<file path="config.mk">
export PLATFORM = sky130hd
export DESIGN_NAME = vnu_ctrl_top
export DESIGN_NICKNAME = d
export VERILOG_FILES = /design/src/source/vnu_ctrl_pkg.sv /design/src/source/ib_load_handshake.sv /design/src/source/layer_sequencer.sv /design/src/source/vnu_sched_fsm.sv /design/src/source/vnu_ctrl_top.sv
export SDC_FILE = /design/constraint.sdc
export NUM_CORES = 1
export LEC_CHECK = 0
export ABC_AREA = 1
export BUFFER_PORTS_ARGS = -buffer_cell sky130_fd_sc_hd__buf_2
export CAP_MARGIN = 15
export CORE_MARGIN = 5
export CORE_UTILIZATION = 49
export CTS_CLUSTER_SIZE = 24
export DETAILED_ROUTE_END_ITERATION = 12
export GPL_ROUTABILITY_DRIVEN = 0
export PLACE_DENSITY = 0.77
export SLEW_MARGIN = 20
export SYNTH_ARGS = -nofsm -noshare
export SYNTH_HDL_FRONTEND = slang
export SYNTH_SLANG_ARGS = --single-unit
</file>
<file path="constraint.sdc">
create_clock -name read_clk -period 1.5 [get_ports read_clk]
set_input_delay 0.15 -clock read_clk [delete_from_list [all_inputs] [get_ports read_clk]]
set_output_delay 0.15 -clock read_clk [all_outputs]
set_load 0.05 [all_outputs]
</file>
<file path="src/source/vnu_ctrl_pkg.sv">
package vnu_ctrl_pkg;

	////////////////////////////////////////////////////////////////////////////
	// unit decomposition, fixed by the vnu/dnu lookup table design
	localparam int N_VNU_FUNC     = 2;              // vnu lookup function groups
	localparam int VNU_FUNC_CYCLE = 3;              // latency of one vnu function
	localparam int N_IB_GROUP     = N_VNU_FUNC + 1; // vnu groups plus dnu group on top

	typedef logic [N_IB_GROUP-1:0] ib_vec_t;  // one bit per table group
	typedef logic [N_VNU_FUNC-1:0] vnu_vec_t; // one bit per vnu function

	////////////////////////////////////////////////////////////////////////////
	// state machines
	typedef enum logic [3:0] {
		INIT_LOAD,  // power-up wait and initial table load
		IB_PEND,    // hold until every table group is idle
		CH_FETCH,   // channel message fetch
		MEM_FETCH,  // c2v message memory read
		VNU_PIPE,   // variable-node pipeline
		VNU_OUT,    // last vnu register
		BS_WB,      // barrel shifter permutation
		PAGE_ALIGN,
		MEM_WB      // v2c write-back, ends the layer
	} sched_state_t;

	typedef enum logic [1:0] {
		HS_IDLE,
		HS_REQ,     // req high, waiting for ack
		HS_RELEASE  // req low, waiting for ack to drop
	} hs_state_t;

	// per-stage enables towards the datapath
	typedef struct packed {
		logic     ch_fetch;
		logic     c2v_mem_fetch;
		logic     v2c_src;     // take v2c from channel on the very first layer
		vnu_vec_t vnu_rd;
		logic     dnu_rd;
		logic     v2c_bs_en;
		logic     v2c_pa_en;
		logic     v2c_mem_we;
	} stage_strobe_t;

endpackage

</file>
<file path="src/source/ib_load_handshake.sv">
module ib_load_handshake
	import vnu_ctrl_pkg::*;
(
	input  logic read_clk,
	input  logic rstn,
	input  logic start_i, // one-cycle load request from the schedule fsm
	input  logic ack_i,   // from the table write logic
	output logic req_o,
	output logic busy_o
);

	hs_state_t hs_state;
	hs_state_t hs_state_nx;

	// four-phase sequence: req up, ack up, req down, ack down
	always_comb begin
		hs_state_nx = hs_state;
		case (hs_state)
			HS_IDLE: begin
				if (start_i)
					hs_state_nx = HS_REQ;
			end
			HS_REQ: begin
				if (ack_i)
					hs_state_nx = HS_RELEASE; // table written
			end
			HS_RELEASE: begin
				if (!ack_i)
					hs_state_nx = HS_IDLE;    // write logic released
			end
			default: hs_state_nx = HS_IDLE;
		endcase
	end

	always_ff @(posedge read_clk or negedge rstn) begin
		if (!rstn)
			hs_state <= HS_IDLE;
		else
			hs_state <= hs_state_nx;
	end

	assign req_o  = (hs_state == HS_REQ);  // rises the cycle after start
	assign busy_o = (hs_state != HS_IDLE); // clears once ack is back low

	////////////////////////////////////////////////////////////////////////////
	// protocol checks
	a_start_idle: assert property (@(posedge read_clk) disable iff (!rstn)
		start_i |-> !busy_o)
		else $error("table load started while group busy");

	a_ack_rise: assert property (@(posedge read_clk) disable iff (!rstn)
		$rose(ack_i) |-> req_o)
		else $error("ack rose without req");

	a_req_hold: assert property (@(posedge read_clk) disable iff (!rstn)
		(req_o && !ack_i) |=> req_o)
		else $error("req dropped before ack");

endmodule

</file>
<file path="src/source/layer_sequencer.sv">
module layer_sequencer #(
	parameter int LAYER_NUM = 3,
	parameter int MAX_ITER  = 4
) (
	input  logic                 read_clk,
	input  logic                 rstn,
	input  logic                 frame_start_i,  // rewind to layer 0, iteration 0
	input  logic                 layer_finish_i, // one pulse per layer end
	output logic [LAYER_NUM-1:0] layer_o,        // one-hot layer position
	output logic                 last_layer_o,
	output logic                 first_pass_o    // first layer of first iteration
);

	logic [LAYER_NUM-1:0] layer_q;
	logic [MAX_ITER-1:0]  iter_q; // one-hot, empties after MAX_ITER iterations

	always_ff @(posedge read_clk or negedge rstn) begin
		if (!rstn) begin
			layer_q <= LAYER_NUM'(1);
			iter_q  <= MAX_ITER'(1);
		end else if (frame_start_i) begin
			layer_q <= LAYER_NUM'(1);
			iter_q  <= MAX_ITER'(1);
		end else if (layer_finish_i) begin
			// rotate layer, wrap from last back to first
			layer_q <= {layer_q[LAYER_NUM-2:0], layer_q[LAYER_NUM-1]};
			if (layer_q[LAYER_NUM-1])
				iter_q <= {iter_q[MAX_ITER-2:0], 1'b0}; // zero fill saturates at empty
		end
	end

	assign layer_o      = layer_q;
	assign last_layer_o = layer_q[LAYER_NUM-1];
	assign first_pass_o = layer_q[0] & iter_q[0];

	////////////////////////////////////////////////////////////////////////////
	// layer position check
	a_layer_onehot: assert property (@(posedge read_clk) disable iff (!rstn)
		$onehot(layer_q))
		else $error("layer position lost its one-hot form");

endmodule

</file>
<file path="src/source/vnu_sched_fsm.sv">
module vnu_sched_fsm
	import vnu_ctrl_pkg::*;
#(
	parameter int RESET_WAIT        = 16,
	parameter int MEM_RD_LEVEL      = 2,
	parameter int PERMUTATION_LEVEL = 2
) (
	input  logic          read_clk,
	input  logic          rstn,
	input  logic          fsm_en_i,
	input  logic          termination_i,   // frame decoded, start over
	input  ib_vec_t       busy_i,          // table groups still loading
	input  logic          last_layer_i,
	input  logic          first_pass_i,
	output ib_vec_t       start_o,         // table load kick per group
	output logic          frame_start_o,
	output logic          layer_finish_o,
	output logic          hard_decision_o,
	output logic          update_pend_o,
	output stage_strobe_t strobe_o
);

	localparam int VNU_PIPE_LEVEL = N_VNU_FUNC * VNU_FUNC_CYCLE;
	localparam int DNU_GROUP      = N_IB_GROUP - 1; // dnu sits on the top index
	localparam int CNT_W  = $clog2(MEM_RD_LEVEL + VNU_PIPE_LEVEL + PERMUTATION_LEVEL + 1);
	localparam int WAIT_W = $clog2(RESET_WAIT + 1);

	typedef logic [CNT_W-1:0] stage_cnt_t;

	sched_state_t      state;
	sched_state_t      state_nx;
	stage_cnt_t        stage_cnt;  // cycle index inside the current state
	logic [WAIT_W-1:0] wait_cnt;
	logic              wait_done;
	logic              any_busy;
	logic              init_go;    // leave INIT_LOAD and kick all tables
	vnu_vec_t          vnu_last;   // last cycle of each vnu read window

	////////////////////////////////////////////////////////////////////////////
	// power-up wait, runs once after rstn
	always_ff @(posedge read_clk or negedge rstn) begin
		if (!rstn)
			wait_cnt <= '0;
		else if (!wait_done)
			wait_cnt <= wait_cnt + 1'b1;
	end

	assign wait_done = (wait_cnt == WAIT_W'(RESET_WAIT));
	assign any_busy  = |busy_i;
	assign init_go   = (state == INIT_LOAD) && wait_done && fsm_en_i && !termination_i
		&& !any_busy;

	////////////////////////////////////////////////////////////////////////////
	// layer schedule
	always_comb begin
		state_nx = state;
		case (state)
			INIT_LOAD:  if (init_go) state_nx = IB_PEND;
			IB_PEND:    if (!any_busy) state_nx = CH_FETCH; // back-pressure from ack
			CH_FETCH:   state_nx = MEM_FETCH;
			MEM_FETCH:  if (stage_cnt == stage_cnt_t'(MEM_RD_LEVEL - 1)) state_nx = VNU_PIPE;
			VNU_PIPE:   if (stage_cnt == stage_cnt_t'(VNU_PIPE_LEVEL - 1)) state_nx = VNU_OUT;
			VNU_OUT:    state_nx = BS_WB;
			BS_WB:      if (stage_cnt == stage_cnt_t'(PERMUTATION_LEVEL - 1)) state_nx = PAGE_ALIGN;
			PAGE_ALIGN: state_nx = MEM_WB;
			MEM_WB:     state_nx = IB_PEND; // layer done, next one waits for tables
			default:    state_nx = INIT_LOAD;
		endcase
		if (termination_i || !fsm_en_i)
			state_nx = INIT_LOAD; // abort overrides any stage
	end

	always_ff @(posedge read_clk or negedge rstn) begin
		if (!rstn) begin
			state     <= INIT_LOAD;
			stage_cnt <= '0;
		end else begin
			state <= state_nx;
			if (state_nx != state)
				stage_cnt <= '0; // every state starts counting from 0
			else
				stage_cnt <= stage_cnt + 1'b1;
		end
	end

	////////////////////////////////////////////////////////////////////////////
	// stage strobes
	always_comb begin
		strobe_o               = '0;
		strobe_o.ch_fetch      = (state == CH_FETCH);
		strobe_o.c2v_mem_fetch = (state == MEM_FETCH) && (stage_cnt == '0);
		strobe_o.v2c_src       = (state == MEM_FETCH) && first_pass_i
			&& (stage_cnt == stage_cnt_t'(MEM_RD_LEVEL - 1));
		// vnu function g reads during its own VNU_FUNC_CYCLE slice of the pipe
		for (int g = 0; g < N_VNU_FUNC; g++) begin
			strobe_o.vnu_rd[g] = (state == VNU_PIPE)
				&& (stage_cnt >= stage_cnt_t'(g * VNU_FUNC_CYCLE))
				&& (stage_cnt < stage_cnt_t'((g + 1) * VNU_FUNC_CYCLE));
			vnu_last[g] = (state == VNU_PIPE)
				&& (stage_cnt == stage_cnt_t'((g + 1) * VNU_FUNC_CYCLE - 1));
		end
		strobe_o.dnu_rd     = (state == BS_WB) || (state == PAGE_ALIGN);
		strobe_o.v2c_bs_en  = (state == BS_WB) && (stage_cnt == '0); // first shifter stage
		strobe_o.v2c_pa_en  = (state == PAGE_ALIGN);
		strobe_o.v2c_mem_we = (state == MEM_WB);
	end

	////////////////////////////////////////////////////////////////////////////
	// table load starts
	always_comb begin
		start_o = '0;
		if (init_go) begin
			start_o = '1; // initial load of every group at frame start
		end else if (last_layer_i) begin
			// reload a vnu table as soon as its function is read for the last time
			start_o[N_VNU_FUNC-1:0] = vnu_last;
			start_o[DNU_GROUP]      = (state == PAGE_ALIGN);
		end
	end

	assign frame_start_o   = init_go;
	assign layer_finish_o  = (state == MEM_WB);
	assign hard_decision_o = (state == PAGE_ALIGN) && last_layer_i;
	assign update_pend_o   = (state == IB_PEND) && any_busy;

	// the datapath must not restart on a table that is still being written
	a_pend_hold: assert property (@(posedge read_clk) disable iff (!rstn)
		(state == IB_PEND && any_busy && fsm_en_i && !termination_i) |=> (state == IB_PEND))
		else $error("left IB_PEND with a table group busy");

endmodule

</file>
<file path="src/source/vnu_ctrl_top.sv">
module vnu_ctrl_top
	import vnu_ctrl_pkg::*;
#(
	parameter int LAYER_NUM         = 3,
	parameter int MAX_ITER          = 4,
	parameter int RESET_WAIT        = 16, // cycles of quiet after rstn
	parameter int MEM_RD_LEVEL      = 2,  // message memory read latency
	parameter int PERMUTATION_LEVEL = 2   // barrel shifter depth
) (
	input  logic                 read_clk,
	input  logic                 rstn,
	input  logic                 fsm_en_i,
	input  logic                 termination_i,
	input  ib_vec_t              ib_ack_i,       // table write logic, per group
	output ib_vec_t              ib_req_o,
	output stage_strobe_t        strobe_o,
	output logic [LAYER_NUM-1:0] layer_o,
	output logic                 last_layer_o,
	output logic                 layer_finish_o,
	output logic                 hard_decision_o,
	output logic                 update_pend_o
);

	ib_vec_t ib_start; // load kick from the schedule
	ib_vec_t ib_busy;  // group still inside its four-phase cycle
	logic    frame_start;
	logic    first_pass;

	vnu_sched_fsm #(
		.RESET_WAIT        (RESET_WAIT),
		.MEM_RD_LEVEL      (MEM_RD_LEVEL),
		.PERMUTATION_LEVEL (PERMUTATION_LEVEL)
	) u_sched_fsm (
		.read_clk        (read_clk),
		.rstn            (rstn),
		.fsm_en_i        (fsm_en_i),
		.termination_i   (termination_i),
		.busy_i          (ib_busy),
		.last_layer_i    (last_layer_o),
		.first_pass_i    (first_pass),
		.start_o         (ib_start),
		.frame_start_o   (frame_start),
		.layer_finish_o  (layer_finish_o),
		.hard_decision_o (hard_decision_o),
		.update_pend_o   (update_pend_o),
		.strobe_o        (strobe_o)
	);

	layer_sequencer #(
		.LAYER_NUM (LAYER_NUM),
		.MAX_ITER  (MAX_ITER)
	) u_layer_seq (
		.read_clk       (read_clk),
		.rstn           (rstn),
		.frame_start_i  (frame_start),
		.layer_finish_i (layer_finish_o),
		.layer_o        (layer_o),
		.last_layer_o   (last_layer_o),
		.first_pass_o   (first_pass)
	);

	// one requester per table group, dnu on the top index
	for (genvar g = 0; g < N_IB_GROUP; g++) begin : g_ib_hs
		ib_load_handshake u_ib_hs (
			.read_clk (read_clk),
			.rstn     (rstn),
			.start_i  (ib_start[g]),
			.ack_i    (ib_ack_i[g]),
			.req_o    (ib_req_o[g]),
			.busy_o   (ib_busy[g])
		);
	end

endmodule

</file>
==> results.sh, run 1 <==
export IMPL_synth_ff_type="dfrtp_1"
export IMPL_tightest_slew_ns=0.548
export IMPL_drt_pass1_iter_count=4
export IMPL_rsz0062_at_grt="true"
export IMPL_dp_slack_ns=-0.0783
export IMPL_endpoint="strobe_o[7]"
export IMPL_clock_latency_ns=0.33
export IMPL_reg2reg_from="u_sched_fsm.state[2]"
export IMPL_area_growth_pct=56.4
export IMPL_arrival_ns=1.63
export IMPL_placed_area_um2=1820
export IMPL_synth_compound_area_share_pct=10.1
export IMPL_stdcell_area_um2=2240
export IMPL_multi_input_area_um2=885
export IMPL_synth_area_leaders="dfrtp_1 (37%), inv_1 (7.6%), nor2_1 (7.1%), nand2_1 (6.6%), ha_1 (5.2%)"
export IMPL_fin_crit_ns=1.78
export IMPL_violations="negative setup slack"
export IMPL_syn_inst=181
export IMPL_cp_cell_sequence="inv_2 -> nand2_4 -> buf_4 -> nor4_4 -> buf_6"
export IMPL_yosysSeqAreaShare_pct=40.4
export IMPL_synthXorXnorAreaFrac_pct=3.67
export IMPL_cpMaxStageDelayCell="dfrtp_1"
export IMPL_placementRows=19
export IMPL_final_nets=263
export IMPL_die_area_um2=4100
export IMPL_dr_first_iter_drc_count=83
export IMPL_grt_pass1_vias=1469
export IMPL_grt_max_degree=24
export IMPL_wl_met1_um=1790
export IMPL_clockRootBuffer="clkbuf_4"
export IMPL_track_usage_pct=19.8
export IMPL_setup_ws_ns=-0.285
export IMPL_endpoint_kind="primary output"
export IMPL_synth_edf_count=0
export IMPL_grt_pass1_wl_um=6560
export IMPL_crit_type="reg -> out"
export IMPL_cts_tree="built"
export IMPL_synthAdderAreaFrac_pct=5.24
export IMPL_path_max_fanout=6
export IMPL_post_synth_top_area_fraction_pct=36.7
export IMPL_whs_ns=0.240
export IMPL_slew_viol_final=0
export IMPL_die_h_um=64.0
export IMPL_powerDensity_nw_per_um2=1140
export IMPL_maxCapViolations=0
export IMPL_r2r_end="u_sched_fsm.stage_cnt[2]"
export IMPL_antenna_found_initial=0
export IMPL_wire_per_inst_um=15.4
export IMPL_crit_path_start_kind="flip-flop"
export IMPL_cellLeakagePower_nw=1.16
export IMPL_syn_avg_cell_area_um2=7.91
export IMPL_ys_types=26
export IMPL_vias=1427
export IMPL_drt_total_wl_um=4320
export IMPL_ff2ff_setup_slack_ns=-0.14
export IMPL_finClkSkew_ns=0.00816
export IMPL_dieWidth_um=64.0
export IMPL_min_path_type="in -> reg"
export IMPL_met3WireLength_um=189
export IMPL_synth_top_family_by_area="simple AND/OR/NAND/NOR gates"
export IMPL_syn_num_nets=194
export IMPL_port_buffers=25
export IMPL_synth_mux_area_share_pct=0
export IMPL_fp_coreArea_um2=2780
export IMPL_synth_most_common_cell="inv_1"
export IMPL_synth_seq_cells=23
export IMPL_fmax_mhz=560
export IMPL_yosys_warnings=0
export IMPL_syn_area_um2=1430
export IMPL_synthTopCellsByCount="inv_1 (29), nor2_1 (27), nand2_1 (25)"
export IMPL_slowest_delay_ns=0.42
export IMPL_synthArstFlopShare_pct=100
export IMPL_crit_required_ns=1.35
export IMPL_start_util_pct=51.5
export IMPL_status="complete, but fails checks"
export IMPL_clk_pin_slew_ns=0.14
export IMPL_top_layer="met4"
export IMPL_relSlewSlack_pct=63.5
export IMPL_fin_crit_sh_pct=119
export IMPL_wl_met2_um=2240
export IMPL_drtAntennaViolNets=0
export IMPL_h_tree_depth=1
export IMPL_setup_viol=16
export IMPL_fillCellCount=171
export IMPL_hold_viol_final=0
export IMPL_cts_buffer_depth=2
export IMPL_detailed_place_hpwl_um=2600
export IMPL_synth_simple_gate_area_share_pct=29.3
export IMPL_drc=0
export IMPL_crit_start="u_sched_fsm.state[3]"
export IMPL_grt_overflow=0
export IMPL_synth_area_leader_cell="dfrtp_1"
export IMPL_numCtsBuffers=3
export IMPL_antennaDiodeCount=0
export IMPL_drive_above_1_share_pct=52.6
export IMPL_reg2reg_depth=13
export IMPL_clock_sinks=23
export IMPL_finalSetupTns_ns=-2.57
export IMPL_ir_drop_mv=1.23
export IMPL_ioPinCount=26
export IMPL_layout_area_seq_um2=581
export IMPL_via_per_inst=5.10
worst min path at each step:
stage                        from  cells after the start  slack [ns]                              to
global placement             rstn                      1        0.15            u_sched_fsm.state[0]
detailed placement           rstn                      1        0.16            u_sched_fsm.state[0]
CTS                 termination_i                      4        0.16            u_sched_fsm.state[1]
global route        termination_i                      4        0.25            u_sched_fsm.state[1]
finish              termination_i                      4        0.24            u_sched_fsm.state[1]
floorplan                    rstn                      0       -0.15  g_ib_hs[0].u_ib_hs.hs_state[0]
worst max-delay path, delay by kind of cell, from the launching register on:
family	cells	cell delay [ns]
flops	1	0.42
simple gates	2	0.41
buf+inv	3	0.48
placed cells by master (no fill, tap or decap), types with 5 or more instances in the layout:
master,n
nor2_4,12
inv_2,12
nand3_1,11
buf_2,13
o21ai_0,6
nand2_4,5
nand2_1,22
buf_6,13
inv_1,18
nor2_1,17
a21oi_1,6
dfrtp_1,19
buf_4,36
nor2_2,5
repair_timing:
item                       4_1_cts  5_1_grt
setup endpoints to repair       20       22
hold buffers                     4        0
gates resized for setup         45       32
setup buffers                    7        9
hold endpoints to repair        24        0
pin swaps                        7        8
cell type report:
| class | instances | area share (%) |
|---|---|---|
| well taps | 31 | 1.73 |
| multi-input cells | 120 | 39.5 |
| clock buffers | 3 | 1.01 |
| inverters | 32 | 5.59 |
| flip-flops and latches | 23 | 25.9 |
| clock inverters | 1 | 0.224 |
| repair buffers | 70 | 26.0 |
state kept, by name, indices dropped and copies added, names as in the netlist:
| name | cells |
|---|---|
| u_layer_seq.iter_q | 1 |
| u_sched_fsm.wait_cnt | 5 |
| u_sched_fsm.stage_cnt | 4 |
| u_layer_seq.layer_o | 3 |
| u_sched_fsm.state | 4 |
| g_ib_hs.u_ib_hs.hs_state | 6 |
metal layers:
layer / up-vias / global-route usage [%]
met5: - / 0
met4: 0 / 7.27
met3: 11 / 3.85
met2: 33 / 34.9
met1: 682 / 23.6
li1: 701 / -
stage by stage:
step                instances  util (%)  power, mW
floorplan                 181         -       1.66
global route              280      80.5       2.72
CTS                       271      74.4       2.34
detailed placement        256      65.5       1.99
finish                    280      80.5       2.55
global placement          256      65.5       1.93
where the power goes:
part / internal [mW] / switching (mW) / total (mW) / leakage [nW]
logic: 0.536 / 0.814 / 1.35 / 0.848
clock network: 0.100 / 0.213 / 0.313 / 0.0177
registers: 0.744 / 0.143 / 0.886 / 0.295
total: 1.38 / 1.17 / 2.55 / 1.16
cell families (layout without fill, tap and decap cells):
logic type,after synthesis,after routing
XOR/XNOR,6,6
flip-flops,23,23
buffers and inverters,38,106
AND/OR/NAND/NOR,84,84
adder cells (fa/ha/maj),6,6
AO/OA/AOI/OAI,24,24
Note: power is estimated with default switching activity, not from simulation.
==> run 2, diff against run 1 <==
--- a/config.mk
+++ b/config.mk
@@ -6,14 +6,14 @@
 export NUM_CORES = 1
 export LEC_CHECK = 0
 export ABC_AREA = 1
-export BUFFER_PORTS_ARGS = -buffer_cell sky130_fd_sc_hd__buf_2
-export CAP_MARGIN = 15
+export CAP_MARGIN = 20
 export CORE_MARGIN = 5
-export CORE_UTILIZATION = 49
+export CORE_UTILIZATION = 50
 export CTS_CLUSTER_SIZE = 24
 export DETAILED_ROUTE_END_ITERATION = 12
+export DONT_BUFFER_PORTS = 1
 export GPL_ROUTABILITY_DRIVEN = 0
-export PLACE_DENSITY = 0.77
+export PLACE_DENSITY = 0.68
 export SLEW_MARGIN = 20
 export SYNTH_ARGS = -nofsm -noshare
 export SYNTH_HDL_FRONTEND = slang
==> run 2 against run 1 <==
The flow still finishes with violations (negative setup slack). Critical endpoint is now strobe_o[5]. Maximum frequency is 0.59% higher. Non-clock buffer count shrank 14. Final cell count fell by 5.0%.
==> results.sh, run 2 (same netlist as run 1, synthesis figures left out) <==
export IMPL_relSlewSlack_pct=63.8
export IMPL_reg2reg_depth=13
export IMPL_cp_cell_sequence="nor2_4 -> inv_2 -> nor2_4 -> inv_4 -> a211oi_4 -> buf_12"
export IMPL_cellLeakagePower_nw=1.13
export IMPL_whs_ns=0.0421
export IMPL_clk_pin_slew_ns=0.14
export IMPL_grt_pass1_vias=1458
export IMPL_fin_crit_ns=1.77
export IMPL_status="complete, but fails checks"
export IMPL_numCtsBuffers=3
export IMPL_powerDensity_nw_per_um2=1170
export IMPL_reg2reg_from="u_sched_fsm.stage_cnt[0]"
export IMPL_rsz0062_at_grt="true"
export IMPL_slew_viol_final=0
export IMPL_start_util_pct=51.9
export IMPL_drc=0
export IMPL_clock_sinks=23
export IMPL_worstHoldStart="termination_i"
export IMPL_setup_ws_ns=-0.274
export IMPL_largest_register="g_ib_hs.u_ib_hs.hs_state"
export IMPL_layout_common_cells="buf_4 (28), inv_1 (18), dfrtp_1 (18)"
export IMPL_tightest_slew_ns=0.543
export IMPL_fmax_mhz=564
export IMPL_arrival_ns=1.62
export IMPL_p_total_mw=2.71
export IMPL_antenna_found_initial=0
export IMPL_cts_tree="built"
export IMPL_drt_pass1_iter_count=4
export IMPL_grt_overflow=0
export IMPL_drive_above_1_share_pct=55.3
export IMPL_finalSetupTns_ns=-2.46
export IMPL_endpoint_kind="primary output"
export IMPL_fp_coreArea_um2=2760
export IMPL_crit_path_start_kind="flip-flop"
export IMPL_die_area_um2=4030
export IMPL_port_buffers=0
export IMPL_dieWidth_um=63.5
export IMPL_cpLargestDelayFamily="flip-flops"
export IMPL_cts_buffer_depth=2
export IMPL_final_common_cell="buf_4"
export IMPL_path_buf_inv=3
export IMPL_vias=1400
export IMPL_placementRows=19
export IMPL_drtAntennaViolNets=0
export IMPL_ioPinCount=26
export IMPL_slowest_delay_ns=0.48
export IMPL_via_per_inst=5.26
export IMPL_fin_crit_sh_pct=118
export IMPL_crit_type="reg -> out"
export IMPL_ir_drop_mv=1.20
export IMPL_setup_viol=14
export IMPL_final_core_util_pct=84.1
export IMPL_detailed_place_hpwl_um=2670
export IMPL_path_max_fanout=5
export IMPL_crit_start="u_sched_fsm.state[0]"
export IMPL_largest_register_ffs=6
export IMPL_grt_pass1_wl_um=6440
export IMPL_violations="negative setup slack"
export IMPL_instances_no_fill=266
export IMPL_grt_max_degree=24
export IMPL_hold_viol_final=0
export IMPL_crit_top_cell="nor2_4"
export IMPL_die_h_um=63.5
export IMPL_finClkSkew_ns=0.00675
export IMPL_clockRootBuffer="clkbuf_4"
export IMPL_drt_total_wl_um=4080
export IMPL_area_growth_pct=62.1
export IMPL_h_tree_depth=1
export IMPL_fillCellCount=143
export IMPL_whs_path_depth=3
export IMPL_reg_largest_list="g_ib_hs.u_ib_hs.hs_state (6), u_sched_fsm.wait_cnt (5)"
export IMPL_dr_first_iter_drc_count=74
export IMPL_min_path_type="in -> reg"
export IMPL_track_usage_pct=19.7
export IMPL_clock_latency_ns=0.32
export IMPL_final_nets=249
export IMPL_cpMaxStageDelayCell="dfrtp_2"
export IMPL_maxCapViolations=0
export IMPL_crit_required_ns=1.35
export IMPL_dp_cells=241
export IMPL_cp_depth=6
export IMPL_wire_per_inst_um=15.3
export IMPL_antennaDiodeCount=0
run 2: path summary, 6_finish.rpt:
| check | end | slack [ns] |
|---|---|---|
| max in group asynchronous | u_sched_fsm.stage_cnt[0] | 0.76 |
| max reg2reg | u_sched_fsm.stage_cnt[1] | -0.23 |
| min reg2reg | u_layer_seq.iter_q[0] | 0.47 |
| min in group asynchronous | u_sched_fsm.stage_cnt[2] | 0.36 |
| min | u_sched_fsm.state[1] | 0.04 |
| max | strobe_o[5] | -0.27 |
run 2: per-stage QoR:
stage,setup slack [ns],area (um^2)
after detailed placement,-0.0998,1860
after floorplan,-0.0698,1510
after global placement,-0.0349,1860
after global routing,-0.359,2320
final,-0.274,2320
after CTS,-0.261,2130
run 2: what timing repair did:
item / CTS / global route
endpoints found under the hold margin: 29 / 21
setup buffers: 10 / 6
resized for setup: 42 / 40
setup endpoints to repair: 14 / 22
hold buffers: 4 / 1
cloned: 0 / 0
pin swaps: 22 / 15
run 2: final cells by class:
| class | instances | area (um^2) | share of cell area [%] |
|---|---|---|---|
| inverters | 32 | 123 | 5.29 |
| repair buffers | 56 | 588 | 25.4 |
| multi-input cells | 120 | 961 | 41.4 |
| clock buffers | 3 | 22.5 | 0.971 |
| well taps | 31 | 38.8 | 1.67 |
| clock inverters | 1 | 5.00 | 0.216 |
| flip-flops and latches | 23 | 582 | 25.1 |
run 2: routing by layer:
layer	GRT usage, %	share of wire (%)
met1	24.5	39
met2	33.9	51
met3	4.62	5.7
met4	5.19	3.8
met5	0	0
run 2: worst min-delay path: cells and delay by family:
| family | cells | cell delay [ns] |
|---|---|---|
| buf+inv | 1 | 0.11 |
| compound gates | 1 | 0.06 |
| simple gates | 1 | 0.02 |
run 2: where the power goes:
part / total, mW / switching [mW] / internal, mW
sequential: 0.890 / 0.143 / 0.747
combinational: 1.52 / 0.910 / 0.612
clock: 0.302 / 0.202 / 0.0998
